## src/design/board_pkg.sv

```systemverilog
// Board constants
// clock rate, default serial rate and start-up delay size

package board_pkg;

    localparam int clk_freq  = 48_000_000;  // Hz
    localparam int baud_rate = 460_800;     // power-up serial rate

    // cycles per bit at power-up, 104 at 48 MHz
    localparam logic [7:0] default_divisor = 8'(clk_freq / baud_rate);

    // start-up counter width, 2**6 = 64 cycles
    localparam int startup_bits = 6;

endpackage

```

## src/design/uart_pkg.sv

```systemverilog
// UART register map and frame constants
// addresses, status bit positions and 8N1 frame sizes shared by the core

package uart_pkg;

    // register map, 4-bit bus address
    localparam logic [3:0] addr_data    = 4'd0;  // wr sends byte, rd pops rx buffer
    localparam logic [3:0] addr_status  = 4'd1;  // rd clears overrun
    localparam logic [3:0] addr_divisor = 4'd2;  // clock cycles per bit

    // status byte bit positions
    localparam int status_tx_busy  = 0;
    localparam int status_rx_valid = 1;
    localparam int status_overrun  = 2;

    // 8N1 frame
    localparam int data_bits  = 8;
    localparam int frame_bits = data_bits + 2;  // start + data + stop

    localparam logic [7:0] min_divisor = 8'd4;  // floor for divisor writes

endpackage

```

## src/design/board_top.sv

```systemverilog
// Board wrapper
// start-up delay after reset gating the bus, UART core and status LEDs

`timescale 1ns/1ns

module board_top (
    input  logic       clk,
    input  logic       rst_n,
    input  logic       rx,         // serial in
    output logic       tx,         // serial out
    input  logic       bus_en,
    input  logic       bus_wr,
    input  logic [3:0] bus_addr,
    input  logic [7:0] bus_wdata,
    output logic [7:0] bus_rdata,
    output logic       led_r,
    output logic       led_g,
    output logic       led_b
);

    logic                              run;      // start-up done
    logic [board_pkg::startup_bits-1:0] waiting;  // start-up count

    always_ff @(posedge clk) begin
        if (!rst_n) begin
            run     <= 1'b0;
            waiting <= '0;
        end else if (!run) begin
            {run, waiting} <= {1'b0, waiting} + 1'b1;  // carry out sets run
        end
    end

    uart uart0 (
        .clk   (clk),
        .rst_n (rst_n),
        .rx    (rx),
        .en    (bus_en && run),  // bus ignored during start-up
        .wr    (bus_wr),
        .addr  (bus_addr),
        .wdata (bus_wdata),
        .tx    (tx),
        .rdata (bus_rdata)
    );

    assign led_r = !tx;  // lit while sending a zero
    assign led_g = !rx;
    assign led_b = run;

endmodule

```

## src/design/uart.sv

```systemverilog
// UART core
// register bank driving an 8N1 transmitter and receiver

`timescale 1ns/1ns

module uart (
    input  logic       clk,
    input  logic       rst_n,
    input  logic       rx,
    input  logic       en,
    input  logic       wr,
    input  logic [3:0] addr,
    input  logic [7:0] wdata,
    output logic       tx,
    output logic [7:0] rdata
);

    logic       tx_start;
    logic [7:0] tx_byte;
    logic       tx_busy;
    logic [7:0] divisor;   // shared bit period
    logic       rx_done;
    logic [7:0] rx_byte;

    uart_regs regs0 (
        .clk      (clk),
        .rst_n    (rst_n),
        .en       (en),
        .wr       (wr),
        .addr     (addr),
        .wdata    (wdata),
        .tx_busy  (tx_busy),
        .rx_done  (rx_done),
        .rx_byte  (rx_byte),
        .rdata    (rdata),
        .tx_start (tx_start),
        .tx_byte  (tx_byte),
        .divisor  (divisor)
    );

    uart_tx tx0 (
        .clk      (clk),
        .rst_n    (rst_n),
        .tx_start (tx_start),
        .tx_byte  (tx_byte),
        .divisor  (divisor),
        .tx       (tx),
        .tx_busy  (tx_busy)
    );

    uart_rx rx0 (
        .clk      (clk),
        .rst_n    (rst_n),
        .rx       (rx),
        .divisor  (divisor),
        .rx_done  (rx_done),
        .rx_byte  (rx_byte)
    );

endmodule

```

## src/design/uart_regs.sv

```systemverilog
// UART register bank
// decodes en/wr/addr strobes into tx start, divisor, rx buffer and status,
// read data registered one cycle after the access

`timescale 1ns/1ns

module uart_regs (
    input  logic       clk,
    input  logic       rst_n,
    input  logic       en,
    input  logic       wr,
    input  logic [3:0] addr,
    input  logic [7:0] wdata,
    input  logic       tx_busy,
    input  logic       rx_done,
    input  logic [7:0] rx_byte,
    output logic [7:0] rdata,
    output logic       tx_start,
    output logic [7:0] tx_byte,
    output logic [7:0] divisor
);

    logic [7:0] rx_buf;
    logic       rx_valid;
    logic       overrun;
    logic [7:0] status;
    logic       data_rd;
    logic       status_rd;

    assign data_rd   = en && !wr && addr == uart_pkg::addr_data;
    assign status_rd = en && !wr && addr == uart_pkg::addr_status;
    assign tx_start  = en && wr && addr == uart_pkg::addr_data && !tx_busy;  // busy drops it
    assign tx_byte   = wdata;

    always_comb begin
        status                           = 8'd0;
        status[uart_pkg::status_tx_busy]  = tx_busy;
        status[uart_pkg::status_rx_valid] = rx_valid;
        status[uart_pkg::status_overrun]  = overrun;
    end

    always_ff @(posedge clk) begin
        if (!rst_n) begin
            divisor  <= board_pkg::default_divisor;
            rx_valid <= 1'b0;
            overrun  <= 1'b0;
            rdata    <= 8'd0;
        end else begin
            if (en && wr && addr == uart_pkg::addr_divisor) begin
                divisor <= (wdata < uart_pkg::min_divisor) ? uart_pkg::min_divisor : wdata;
            end
            if (en && !wr) begin
                case (addr)
                    uart_pkg::addr_data:    rdata <= rx_buf;
                    uart_pkg::addr_status:  rdata <= status;
                    uart_pkg::addr_divisor: rdata <= divisor;
                    default:                rdata <= 8'd0;  // unmapped
                endcase
            end
            if (rx_done) rx_valid <= 1'b1;  // new byte beats a same-cycle read
            else if (data_rd) rx_valid <= 1'b0;
            if (rx_done && rx_valid && !data_rd) overrun <= 1'b1;  // old byte lost
            else if (status_rd) overrun <= 1'b0;
        end
    end

    always_ff @(posedge clk) begin
        if (rx_done) rx_buf <= rx_byte;
    end

endmodule

```

## src/design/uart_rx.sv

```systemverilog
// UART receiver
// two-flop synchronizer, falling-edge start detect with mid-bit
// confirmation, eight data samples at full periods and a stop check

`timescale 1ns/1ns

module uart_rx (
    input  logic       clk,
    input  logic       rst_n,
    input  logic       rx,       // async serial in
    input  logic [7:0] divisor,  // cycles per bit
    output logic       rx_done,  // one-cycle pulse, byte valid
    output logic [7:0] rx_byte
);

    typedef enum logic [1:0] {
        st_idle,
        st_start,
        st_data,
        st_stop
    } rx_state_t;

    rx_state_t  state;
    logic       rx_meta;   // first sync stage
    logic       rx_sync;   // second sync stage
    logic       rx_last;   // for edge detect
    logic [7:0] div_q;
    logic [7:0] cnt;
    logic [2:0] bit_idx;
    logic [7:0] shreg;
    logic       fall;
    logic       half_end;
    logic       full_end;

    assign fall     = rx_last && !rx_sync;
    assign half_end = (cnt == (div_q >> 1) - 8'd1);  // middle of start bit
    assign full_end = (cnt == div_q - 8'd1);
    assign rx_byte  = shreg;

    always_ff @(posedge clk) begin
        if (!rst_n) begin
            rx_meta <= 1'b1;
            rx_sync <= 1'b1;
            rx_last <= 1'b1;
            state   <= st_idle;
            cnt     <= 8'd0;
            bit_idx <= 3'd0;
            rx_done <= 1'b0;
        end else begin
            rx_meta <= rx;
            rx_sync <= rx_meta;
            rx_last <= rx_sync;
            rx_done <= 1'b0;
            case (state)
                st_idle: begin
                    cnt     <= 8'd0;
                    bit_idx <= 3'd0;
                    if (fall) state <= st_start;
                end
                st_start: begin
                    if (half_end) begin
                        cnt   <= 8'd0;
                        state <= rx_sync ? st_idle : st_data;  // high here is a glitch
                    end else begin
                        cnt <= cnt + 8'd1;
                    end
                end
                st_data: begin
                    if (full_end) begin
                        cnt     <= 8'd0;
                        bit_idx <= bit_idx + 3'd1;
                        if (bit_idx == 3'(uart_pkg::data_bits - 1)) state <= st_stop;
                    end else begin
                        cnt <= cnt + 8'd1;
                    end
                end
                default: begin  // st_stop
                    if (full_end) begin
                        cnt     <= 8'd0;
                        rx_done <= rx_sync;  // framing error drops the byte
                        state   <= st_idle;
                    end else begin
                        cnt <= cnt + 8'd1;
                    end
                end
            endcase
        end
    end

    always_ff @(posedge clk) begin
        if (state == st_idle && fall) div_q <= divisor;  // fixed for the frame
        if (state == st_data && full_end) shreg <= {rx_sync, shreg[7:1]};  // lsb first
    end

endmodule

```

## src/design/uart_tx.sv

```systemverilog
// UART transmitter
// 8N1 serializer, start bit then data LSB first then stop bit,
// bit length taken from the divisor latched at start

`timescale 1ns/1ns

module uart_tx (
    input  logic       clk,
    input  logic       rst_n,
    input  logic       tx_start,  // one-cycle request
    input  logic [7:0] tx_byte,
    input  logic [7:0] divisor,   // cycles per bit
    output logic       tx,
    output logic       tx_busy
);

    logic [7:0] shreg;    // data bits still to go
    logic [7:0] div_q;    // divisor held for the frame
    logic [7:0] cnt;      // cycles into current bit
    logic [3:0] bit_idx;  // 0 start, 1..8 data, 9 stop
    logic       bit_end;

    assign bit_end = (cnt == div_q - 8'd1);

    always_ff @(posedge clk) begin
        if (!rst_n) begin
            tx      <= 1'b1;  // line idles high
            tx_busy <= 1'b0;
            cnt     <= 8'd0;
            bit_idx <= 4'd0;
        end else if (!tx_busy) begin
            if (tx_start) begin
                tx      <= 1'b0;  // start bit from next cycle
                tx_busy <= 1'b1;
                cnt     <= 8'd0;
                bit_idx <= 4'd0;
            end
        end else if (bit_end) begin
            cnt <= 8'd0;
            if (bit_idx == 4'(uart_pkg::frame_bits - 1)) begin
                tx_busy <= 1'b0;  // stop bit done, tx already high
            end else begin
                bit_idx <= bit_idx + 4'd1;
                tx      <= (bit_idx < 4'(uart_pkg::data_bits)) ? shreg[0] : 1'b1;
            end
        end else begin
            cnt <= cnt + 8'd1;
        end
    end

    always_ff @(posedge clk) begin
        if (tx_start && !tx_busy) begin
            shreg <= tx_byte;
            div_q <= divisor;
        end else if (tx_busy && bit_end && bit_idx < 4'(uart_pkg::data_bits)) begin
            shreg <= shreg >> 1;  // next data bit into lsb
        end
    end

endmodule

```

## config.mk

```make
export PLATFORM = sky130hd
export DESIGN_NAME = board_top
export DESIGN_NICKNAME = d
export VERILOG_FILES = /design/src/design/board_pkg.sv /design/src/design/uart_pkg.sv /design/src/design/board_top.sv /design/src/design/uart.sv /design/src/design/uart_regs.sv /design/src/design/uart_rx.sv /design/src/design/uart_tx.sv
export SDC_FILE = /design/constraint.sdc
export NUM_CORES = 1
export LEC_CHECK = 0
export BUFFER_PORTS_ARGS = -buffer_cell sky130_fd_sc_hd__buf_4
export CAP_MARGIN = 20
export CORE_MARGIN = 2
export CORE_UTILIZATION = 40
export CTS_CLUSTER_SIZE = 8
export DETAILED_ROUTE_END_ITERATION = 16
export PLACE_DENSITY = 0.53
export SYNTH_ARGS = -nofsm -noshare
export SYNTH_HDL_FRONTEND = slang
export SYNTH_SLANG_ARGS = --single-unit
```

## constraint.sdc

```tcl
create_clock -name clk -period 9.17 [get_ports clk]
set_input_delay 0.4585 -clock clk [delete_from_list [all_inputs] [get_ports clk]]
set_output_delay 0.4585 -clock clk [all_outputs]
set_load 0.05 [all_outputs]
```

# ---- Word level (Yosys, flattened, before mapping)
# Cells that the tools add are included.
dict set report totals {
  input_bits 17
  elab_cells 120
  reg_bits 96
  output_inout_bits 12
}
dict set report classes {
  muxes 37
  addsub 8
  n_reduce_logical 34
  bitwise 2
  eq_ne 15
  n_lt_le_gt_ge 2
}
# operator n
set op_table {}
lappend op_table {{two-way mux 8 bit} 8}
lappend op_table {{== test 8 bit} 3}
lappend op_table {{case mux 8 bit (3 select lines)} 1}
lappend op_table {{adder 8 x 1 -> 8 bit (second input constant)} 2}
lappend op_table {{logical AND 1 bit} 16}
lappend op_table {{two-way mux 4 bit} 4}
lappend op_table {{case mux 8 bit (2 select lines)} 1}
lappend op_table {{subtractor 8 x 1 -> 8 bit (second input constant)} 2}
lappend op_table {{two-way mux 1 bit} 14}
lappend op_table {{two-way mux 2 bit} 6}
lappend op_table {{!= test 2 bit (second input constant)} 5}
lappend op_table {{nonzero test 2 bit} 5}
lappend op_table {{less-than comparator 8 x 3 -> 1 bit (second input constant)} 1}
lappend op_table {{subtractor 7 x 1 -> 8 bit (second input constant)} 1}
lappend op_table {{adder 6 x 1 -> 7 bit (second input constant)} 1}
lappend op_table {{zero test 1 bit} 6}
lappend op_table {{case mux 2 bit (3 select lines)} 1}
lappend op_table {{case mux 3 bit (2 select lines)} 1}
lappend op_table {{AND reduction 5 bit} 1}
lappend op_table {{OR reduction 5 bit} 1}
lappend op_table {{adder 4 x 1 -> 4 bit (second input constant)} 1}
lappend op_table {{== test 4 x 1 -> 1 bit (second input constant)} 1}
lappend op_table {{== test 4 x 2 -> 1 bit (second input constant)} 1}
lappend op_table {{== test 4 bit (second input constant)} 1}
lappend op_table {{13 further kinds} 14}

# ---- Logic depth before layout (Yosys ltp)
# Gate-level depths: netlist of run 1.
dict set report depth {
  depth_word 6
  mapped_depth 11
  mapped_depth_nobuf 8
}

# ---- Hierarchy
# A second synthesis of run 1 with hierarchy kept.
dict set report hier_totals {
  cells_unflattened 450
  hier_area_um2 4679.5
}
# module seq_area_each_um2 instances area_per_inst_um2 cells_per_inst
set by_module_without_submodules {}
lappend by_module_without_submodules {uart_rx 820.8 1 1626.6 150}
lappend by_module_without_submodules {uart_tx 760.7 1 1532.7 160}
lappend by_module_without_submodules {uart_regs 600.6 1 1199.9 109}
lappend by_module_without_submodules {board_top 140.1 1 320.3 31}

# ---- Worst setup path after synthesis of run 1
# No wires, ideal clock.
dict set report synth_path {
  kind {register to register}
  from {reg uart0.rx0.div_q[2]}
  to {reg uart0.rx0.shreg[0] (netlist: uart0.rx0.rx_byte[0]), enable pin}
  path_stages_with_launch 11
  n_path_buf 3
  synth_period_minus_slack_ns 3.059
  path_slack_ns 6.111
  required_ns 8.787
  t_arrival_ns 2.676
  setup_time_ns 0.383
  path_cell_list {edfxtp_1 -> clkbuf_1 -> inv_1 -> ha_1 -> clkbuf_1 -> nor4b_1 -> xnor2_1 -> nor4_1 -> o211ai_1 -> clkbuf_1 -> nor3_1}
}
dict set report synth_between {
  elab_chain_len 3
}
# element line
set synth_rtl {}
lappend synth_rtl {{start, declared} uart_rx.sv:27} ;# logic [7:0] div_q;
lappend synth_rtl {{start signal, assigned} uart_rx.sv:91} ;# if (state == st_idle && fall) div_q <= divisor;
lappend synth_rtl {{subtractor 8 x 1 -> 8 bit} uart_rx.sv:37} ;# assign full_end = (cnt == div_q - 8'd1);
lappend synth_rtl {{== test 8 bit} uart_rx.sv:37}
lappend synth_rtl {{logical AND 1 bit} uart_rx.sv:92} ;# if (state == st_data && full_end) shreg <= {rx_sync, shreg[7:1]};
lappend synth_rtl {{end signal, assigned} uart_rx.sv:92}
lappend synth_rtl {{end, declared} uart_rx.sv:30} ;# logic [7:0] shreg;
# Every way passes these cells.
# A chain may end at the register's enable or synchronous reset.

# ---- Worst setup path in the final report of run 1
dict set report layout_path {
  from {reg uart0.tx0.div_q[0]}
  to {reg uart0.tx0.bit_idx[1]}
}
dict set report layout_between {
  elab_chain_len 4
}
# element line
set layout_rtl {}
lappend layout_rtl {{start, declared} uart_tx.sv:18} ;# logic [7:0] div_q;
lappend layout_rtl {{start signal, assigned} uart_tx.sv:54} ;# div_q <= divisor;
lappend layout_rtl {{subtractor 8 x 1 -> 8 bit} uart_tx.sv:23} ;# assign bit_end = (cnt == div_q - 8'd1);
lappend layout_rtl {{== test 8 bit} uart_tx.sv:23}
lappend layout_rtl {{!= test 2 x 1 -> 1 bit (no line)} -}
lappend layout_rtl {{AND reduction 3 bit (no line)} -}
lappend layout_rtl {{end signal, assigned} uart_tx.sv:43} ;# bit_idx <= bit_idx + 4'd1;
lappend layout_rtl {{end, declared} uart_tx.sv:20} ;# logic [3:0] bit_idx;
# Every way passes these cells.

==> results.py, run 1 <==
metrics = {
    "outcome": {
        "status": "finished, final reports clean",
    },
    "floorplanning": {
        "start_util": 0.4106,
        "rows": 39,
        "die_area_um2": 12650,
        "core-area_um2": 11470,
        "dieHeight_um": 112.5,
        "fp.dieW_um": 112.5,
        "io_pins": 29,
    },
    "timing": {
        "fin_crit_ps": 3327,
        "timing.fmax_ghz": 0.3006,
        "max_slew_margin": 0.3944,
        "clock_skew_ps": 4.089,
        "setup_viol": 0,
        "final_max_slew_viol_count": 0,
        "worstMarginPinSlew_ps": 904.4,
        "hold_violations": 0,
        "tns_ps": 0,
        "rsz0062_at_grt": "false",
        "fin_crit_sh": 0.3628,
    },
    "synth": {
        "synth.largest_area_cell": "edfxtp_1",
        "yosysSeqAreaShare": 0.4932,
        "yosys-top-cells-count": "dfxtp_1, nand2_1, edfxtp_1, xnor2_1, nor2_1",
        "synth_area_per_cell_um2": 10.04,
        "synthFlopType": "dfxtp_1",
        "synth_edf_count": 40,
        "synth-async-reset-ratio": 0,
        "yosys.area.top_type_share": 0.2551,
        "ys_types": 66,
        "synth_nets": 496,
        "synth_seq_cells": 96,
        "synth_area_leaders": "edfxtp_1, dfxtp_1, xnor2_1",
        "yosys_warnings": 0,
        "synthesis.area_um2": 4708,
        "netlist_instances": 469,
        "yosysMostFrequentCell": "dfxtp_1",
    },
    "layout": {
        "fin_area_um2": 5306,
        "diodes": 0,
        "nets": 512,
        "fin_util": 0.4627,
        "drive_gt1_frac": 0.1367,
        "area_growth_syn_to_layout_pct": 12.70,
    },
    "worst_setup_path": {
        "critPathCaptureType": "flip-flop",
        "critPathArrivalTime_ps": 3630,
        "cp_max_fo": 14,
        "critPathKind": "flip-flop to flip-flop",
        "r2r_cells": 8,
        "start_kind": "flip-flop",
        "worstPathRequired_ps": 9470,
        "r2r_slack_ps": 5840,
    },
    "clock_tree": {
        "clkSinkCount": 96,
        "clk_path_buf_depth": 2,
        "cts_tree": "yes",
        "cts_resized": 0,
        "post_cts_buffers": 0,
        "cts.clk_slew.worst_paths_ps": 70,
        "root_buffer": "clkbuf_16",
        "clkLatencyLatePin_ps": 360,
        "cts_buffers": 9,
        "ctsHoldBuffers": 0,
        "cts-htree-levels": 3,
    },
    "detailed_routing": {
        "drtIter0Drc": 148,
        "drt-wirelength-per-cell_um": 15.20,
        "dr.pass1.iters": 4,
        "dr_total_vias": 3365,
        "final_antenna_net_count": 0,
        "via_per_inst": 5.316,
        "wirelength_mm": 9.620,
        "route.detailed.drc": 0,
    },
    "grt": {
        "antenna_found_initial": 0,
        "grt.total_usage": 0.1666,
        "grt_first_pass_wirelength_mm": 16.70,
        "overflow": 0,
        "grt_pass1_vias": 3294,
        "grt_max_degree": 59,
    },
    "power_and_ir_drop": {
        "p_leak_uw": 0.001945,
        "power.density_nw_per_um2": 159.3,
        "peakVddDrop_mv": 0.1095,
    },
    "placed_design": {
        "place_area_um2": 5002,
        "dpl.hpwl_mm": 6.809,
        "globalplace.congestion": 0.7888,
        "numPortBuffers": 28,
    },
    "flow_run": {
        "cap_violations": 0,
    },
    "hold_path": {
        "hold_depth": 3,
        "hp-class": "input port to flip-flop",
    },
}
metrics by stage:
step                      hold WS (ps)  std cells  setup slack [ps]  power, uW
after floorplan                  386.3        469              6111      472.7
after global placement           390.5        615              5821      483.9
after detailed placement         395.6        615              5702      484.3
after CTS                        281.4        631              5709      858.9
after global routing             287.8        633              5591      877.3
final                            291.8        633              5843      845.5
state kept, by name (all words and copies together) (netlist names), 6 cells and up:
register	cells
uart0.regs0.divisor	8
uart0.regs0.rdata	8
uart0.regs0.rx_buf	8
uart0.rx0.cnt	8
uart0.rx0.div_q	8
uart0.rx0.rx_byte	8
uart0.tx0.cnt	8
uart0.tx0.div_q	8
uart0.tx0.shreg	8
waiting	6
critical path, cell delays in order, from the launching register on:
cell and delay [ps]:
edfxtp_1 430, inv_1 90, ha_1 190, or3b_4 400, or4_1 480, a2111o_1 480
a211oi_2 720, nor4b_1 330, o21a_1 140
kinds of logic (layout without fill, tap and decap cells):
family	Yosys count	after routing	synth area share
and+or+nand+nor	189	189	0.2195
DFF	96	96	0.4932
AOI/OAI and AO/OA	78	78	0.1252
buffers and inverters	46	67	0.03774
xor gates and xnor gates	36	36	0.06697
muxes	14	14	0.03083
adders and majority gates	10	10	0.02657
worst paths after layout:
| path | from | endpoint |
|---|---|---|
| max reg2reg | uart0.tx0.div_q[0] | uart0.tx0.bit_idx[1] |
| min reg2reg | uart0.rx0.rx_meta | uart0.rx0.rx_sync |
| max | uart0.tx0.div_q[0] | uart0.tx0.bit_idx[1] |
| min | rx | uart0.rx0.rx_meta |
placed cells by master (no fill, tap or decap), types with 7 or more instances in the layout:
master / count
o21ai_0: 11
ha_1: 10
nor3_1: 7
buf_4: 29
nor2_1: 22
mux2i_1: 10
inv_1: 20
xnor2_1: 31
nand2_1: 51
a21oi_1: 7
edfxtp_1: 40
nor2b_1: 21
a22oi_1: 9
nand3_1: 20
dfxtp_1: 56
and2_1: 8
and3_1: 7
clkbuf_16: 9
per-layer routing:
metal,wire (um),vias to the layer above,track usage
li1,-,1717,-
met1,4741,1584,0.2274
met2,4331,52,0.2554
met3,368,12,0.04104
met4,179,0,0.06585
met5,0,-,0
power breakdown:
| group | switching, uW | internal (uW) | total (uW) |
|---|---|---|---|
| logic | 14.7 | 12.4 | 27.2 |
| registers | 3.14 | 444 | 447 |
| clock network | 179 | 192 | 371 |
cell type report:
| type | instances | area [um2] |
|---|---|---|
| inverter | 20 | 75.07 |
| clock inverter | 7 | 66.31 |
| timing repair buffer | 31 | 230.2 |
| tap | 143 | 178.9 |
| clock buffer | 9 | 225.2 |
| multi-input combinational | 327 | 2208 |
| fill | 1108 | 6161 |
| sequential | 96 | 2322 |
No activity file was read; power rests on OpenSTA's default activity.
==> run 2: changes to the inputs <==
Clock period 9.17 ns to 3.4 ns, I/O delays scaled along.
==> results.py, run 2 (synthesis results as in run 1) <==
metrics = {
    "clock_tree": {
        "root_buffer": "clkbuf_16",
        "cts_tree": "yes",
        "clk_path_buf_depth": 2,
        "clkLatencyLatePin_ps": 350,
        "cts_buffers": 9,
        "ctsHoldBuffers": 1,
        "cts-htree-levels": 3,
        "post_cts_buffers": 0,
        "cts_resized": 0,
        "clkSinkCount": 96,
        "cts.clk_slew.worst_paths_ps": 70,
    },
    "power_and_ir_drop": {
        "p_switching_uw": 501.7,
        "pwr-share-comb": 0.032,
        "swShare": 0.2199,
        "power.density_nw_per_um2": 427.2,
        "share_clk_of_total_power": 0.439,
        "peakVddDrop_mv": 0.3502,
        "p_leak_uw": 0.001966,
        "seqPwrFrac": 0.528,
        "p_int_uw": 1779,
    },
    "floorplanning": {
        "die_area_um2": 12650,
        "fp.dieW_um": 112.5,
        "start_util": 0.4106,
        "dieHeight_um": 112.5,
        "rows": 39,
        "io_pins": 29,
        "core-area_um2": 11470,
    },
    "flow_run": {
        "cap_violations": 0,
    },
    "layout": {
        "nets": 516,
        "layout_commonest_cell": "dfxtp_1",
        "drive_gt1_frac": 0.1397,
        "diodes": 0,
        "fillers": 1081,
        "multi_input_area_um2": 2208,
        "regArea_um2": 2322,
        "final_cells": 637,
        "fin_util": 0.4656,
        "layout_common_cells": "dfxtp_1, nand2_1, edfxtp_1, buf_4, xnor2_1",
        "area_growth_syn_to_layout_pct": 13.39,
    },
    "detailed_routing": {
        "dr_total_vias": 3336,
        "drt-wirelength-per-cell_um": 14.81,
        "drtIter0Drc": 181,
        "final_antenna_net_count": 0,
        "via_per_inst": 5.237,
        "dr.pass1.iters": 4,
        "wirelength_mm": 9.436,
        "wl_met2_mm": 4.499,
        "route.detailed.drc": 0,
        "top_layer": "met4",
        "wl_met1_mm": 4.615,
        "routed-wl-met3_um": 233,
    },
    "grt": {
        "antenna_found_initial": 0,
        "grt_pass1_vias": 3216,
        "grt_first_pass_wirelength_mm": 15.99,
        "overflow": 0,
        "grt.total_usage": 0.1590,
        "grt_max_degree": 59,
    },
    "timing": {
        "setup_slack_ps": 333.2,
        "rsz0062_at_grt": "false",
        "tns_ps": 0,
        "hold_violations": 0,
        "clock_skew_ps": 5.930,
        "timing.fmax_ghz": 0.3261,
        "final_max_slew_viol_count": 0,
        "whs_ps": 64.39,
        "setup_viol": 0,
        "fin_crit_sh": 0.9020,
        "max_slew_margin": 0.5266,
        "worstMarginPinSlew_ps": 703.6,
        "fin_crit_ps": 3067,
    },
    "worst_setup_path": {
        "critPathKind": "flip-flop to flip-flop",
        "critPathLaunch": "uart0.tx0.div_q[0]",
        "worstPathRequired_ps": 3410,
        "critPathCaptureType": "flip-flop",
        "critPathArrivalTime_ps": 3080,
        "start_kind": "flip-flop",
        "cp_max_fo": 8,
        "rr_startpoint": "uart0.tx0.div_q[0]",
    },
    "hold_path": {
        "hp-class": "input port to flip-flop",
        "hold_start": "bus_wdata[3]",
    },
    "placed_design": {
        "globalplace.congestion": 0.8093,
        "numPortBuffers": 28,
        "place_ws_ps": 337.0,
        "dpl.hpwl_mm": 6.642,
        "dp.cells": 619,
    },
    "outcome": {
        "status": "finished, final reports clean",
    },
}
==> run 2: worst paths after layout <==
check	cells past startpoint	end	slack [ps]
max	8	uart0.tx0.shreg[7]	330
min	3	uart0.regs0.divisor[3]	60
max reg2reg	8	uart0.tx0.shreg[7]	330
min reg2reg	1	uart0.rx0.rx_sync	410
==> run 2: cell type report <==
cell class                 count  area share
clock inverter                 4    0.006562
multi-input combinational    327      0.4136
inverter                      20     0.01406
sequential                    96      0.4350
timing repair buffer          35     0.04921
clock buffer                  12     0.04804
tap                          143     0.03351
==> run 2: power groups by stage <==
| stage | sequential [uW] | combinational (uW) | clock (uW) |
|---|---|---|---|
| detailed placement | 1230 | 73.3 | 0 |
| global placement | 1230 | 73.0 | 0 |
| floorplan | 1230 | 47.2 | 0 |
| global route | 1210 | 82.5 | 1090 |
| CTS | 1210 | 74.7 | 1040 |
| finish | 1210 | 73.3 | 1000 |
==> run 2: worst max-delay path, stage by stage (launching register included) <==
cell and delay (ps):
edfxtp_1 430, inv_1 80, ha_1 190, or3b_4 400, or4_1 460, a2111o_1 480
a2111oi_4 300, nand2_1 100, nand2_1 290
==> run 2: metal layers <==
metal | track usage | vias to the layer above
li1 | - | 1718
met1 | 0.2113 | 1578
met2 | 0.2534 | 35
met3 | 0.04320 | 5
met4 | 0.05122 | 0
met5 | 0 | -
==> run 2: stage by stage <==
step                      total power (uW)  instance area, um2
after floorplan                       1275                4708
final                                 2281                5339
after global routing                  2376                5339
after CTS                             2317                5334
after global placement                1305                5032
after detailed placement              1305                5032
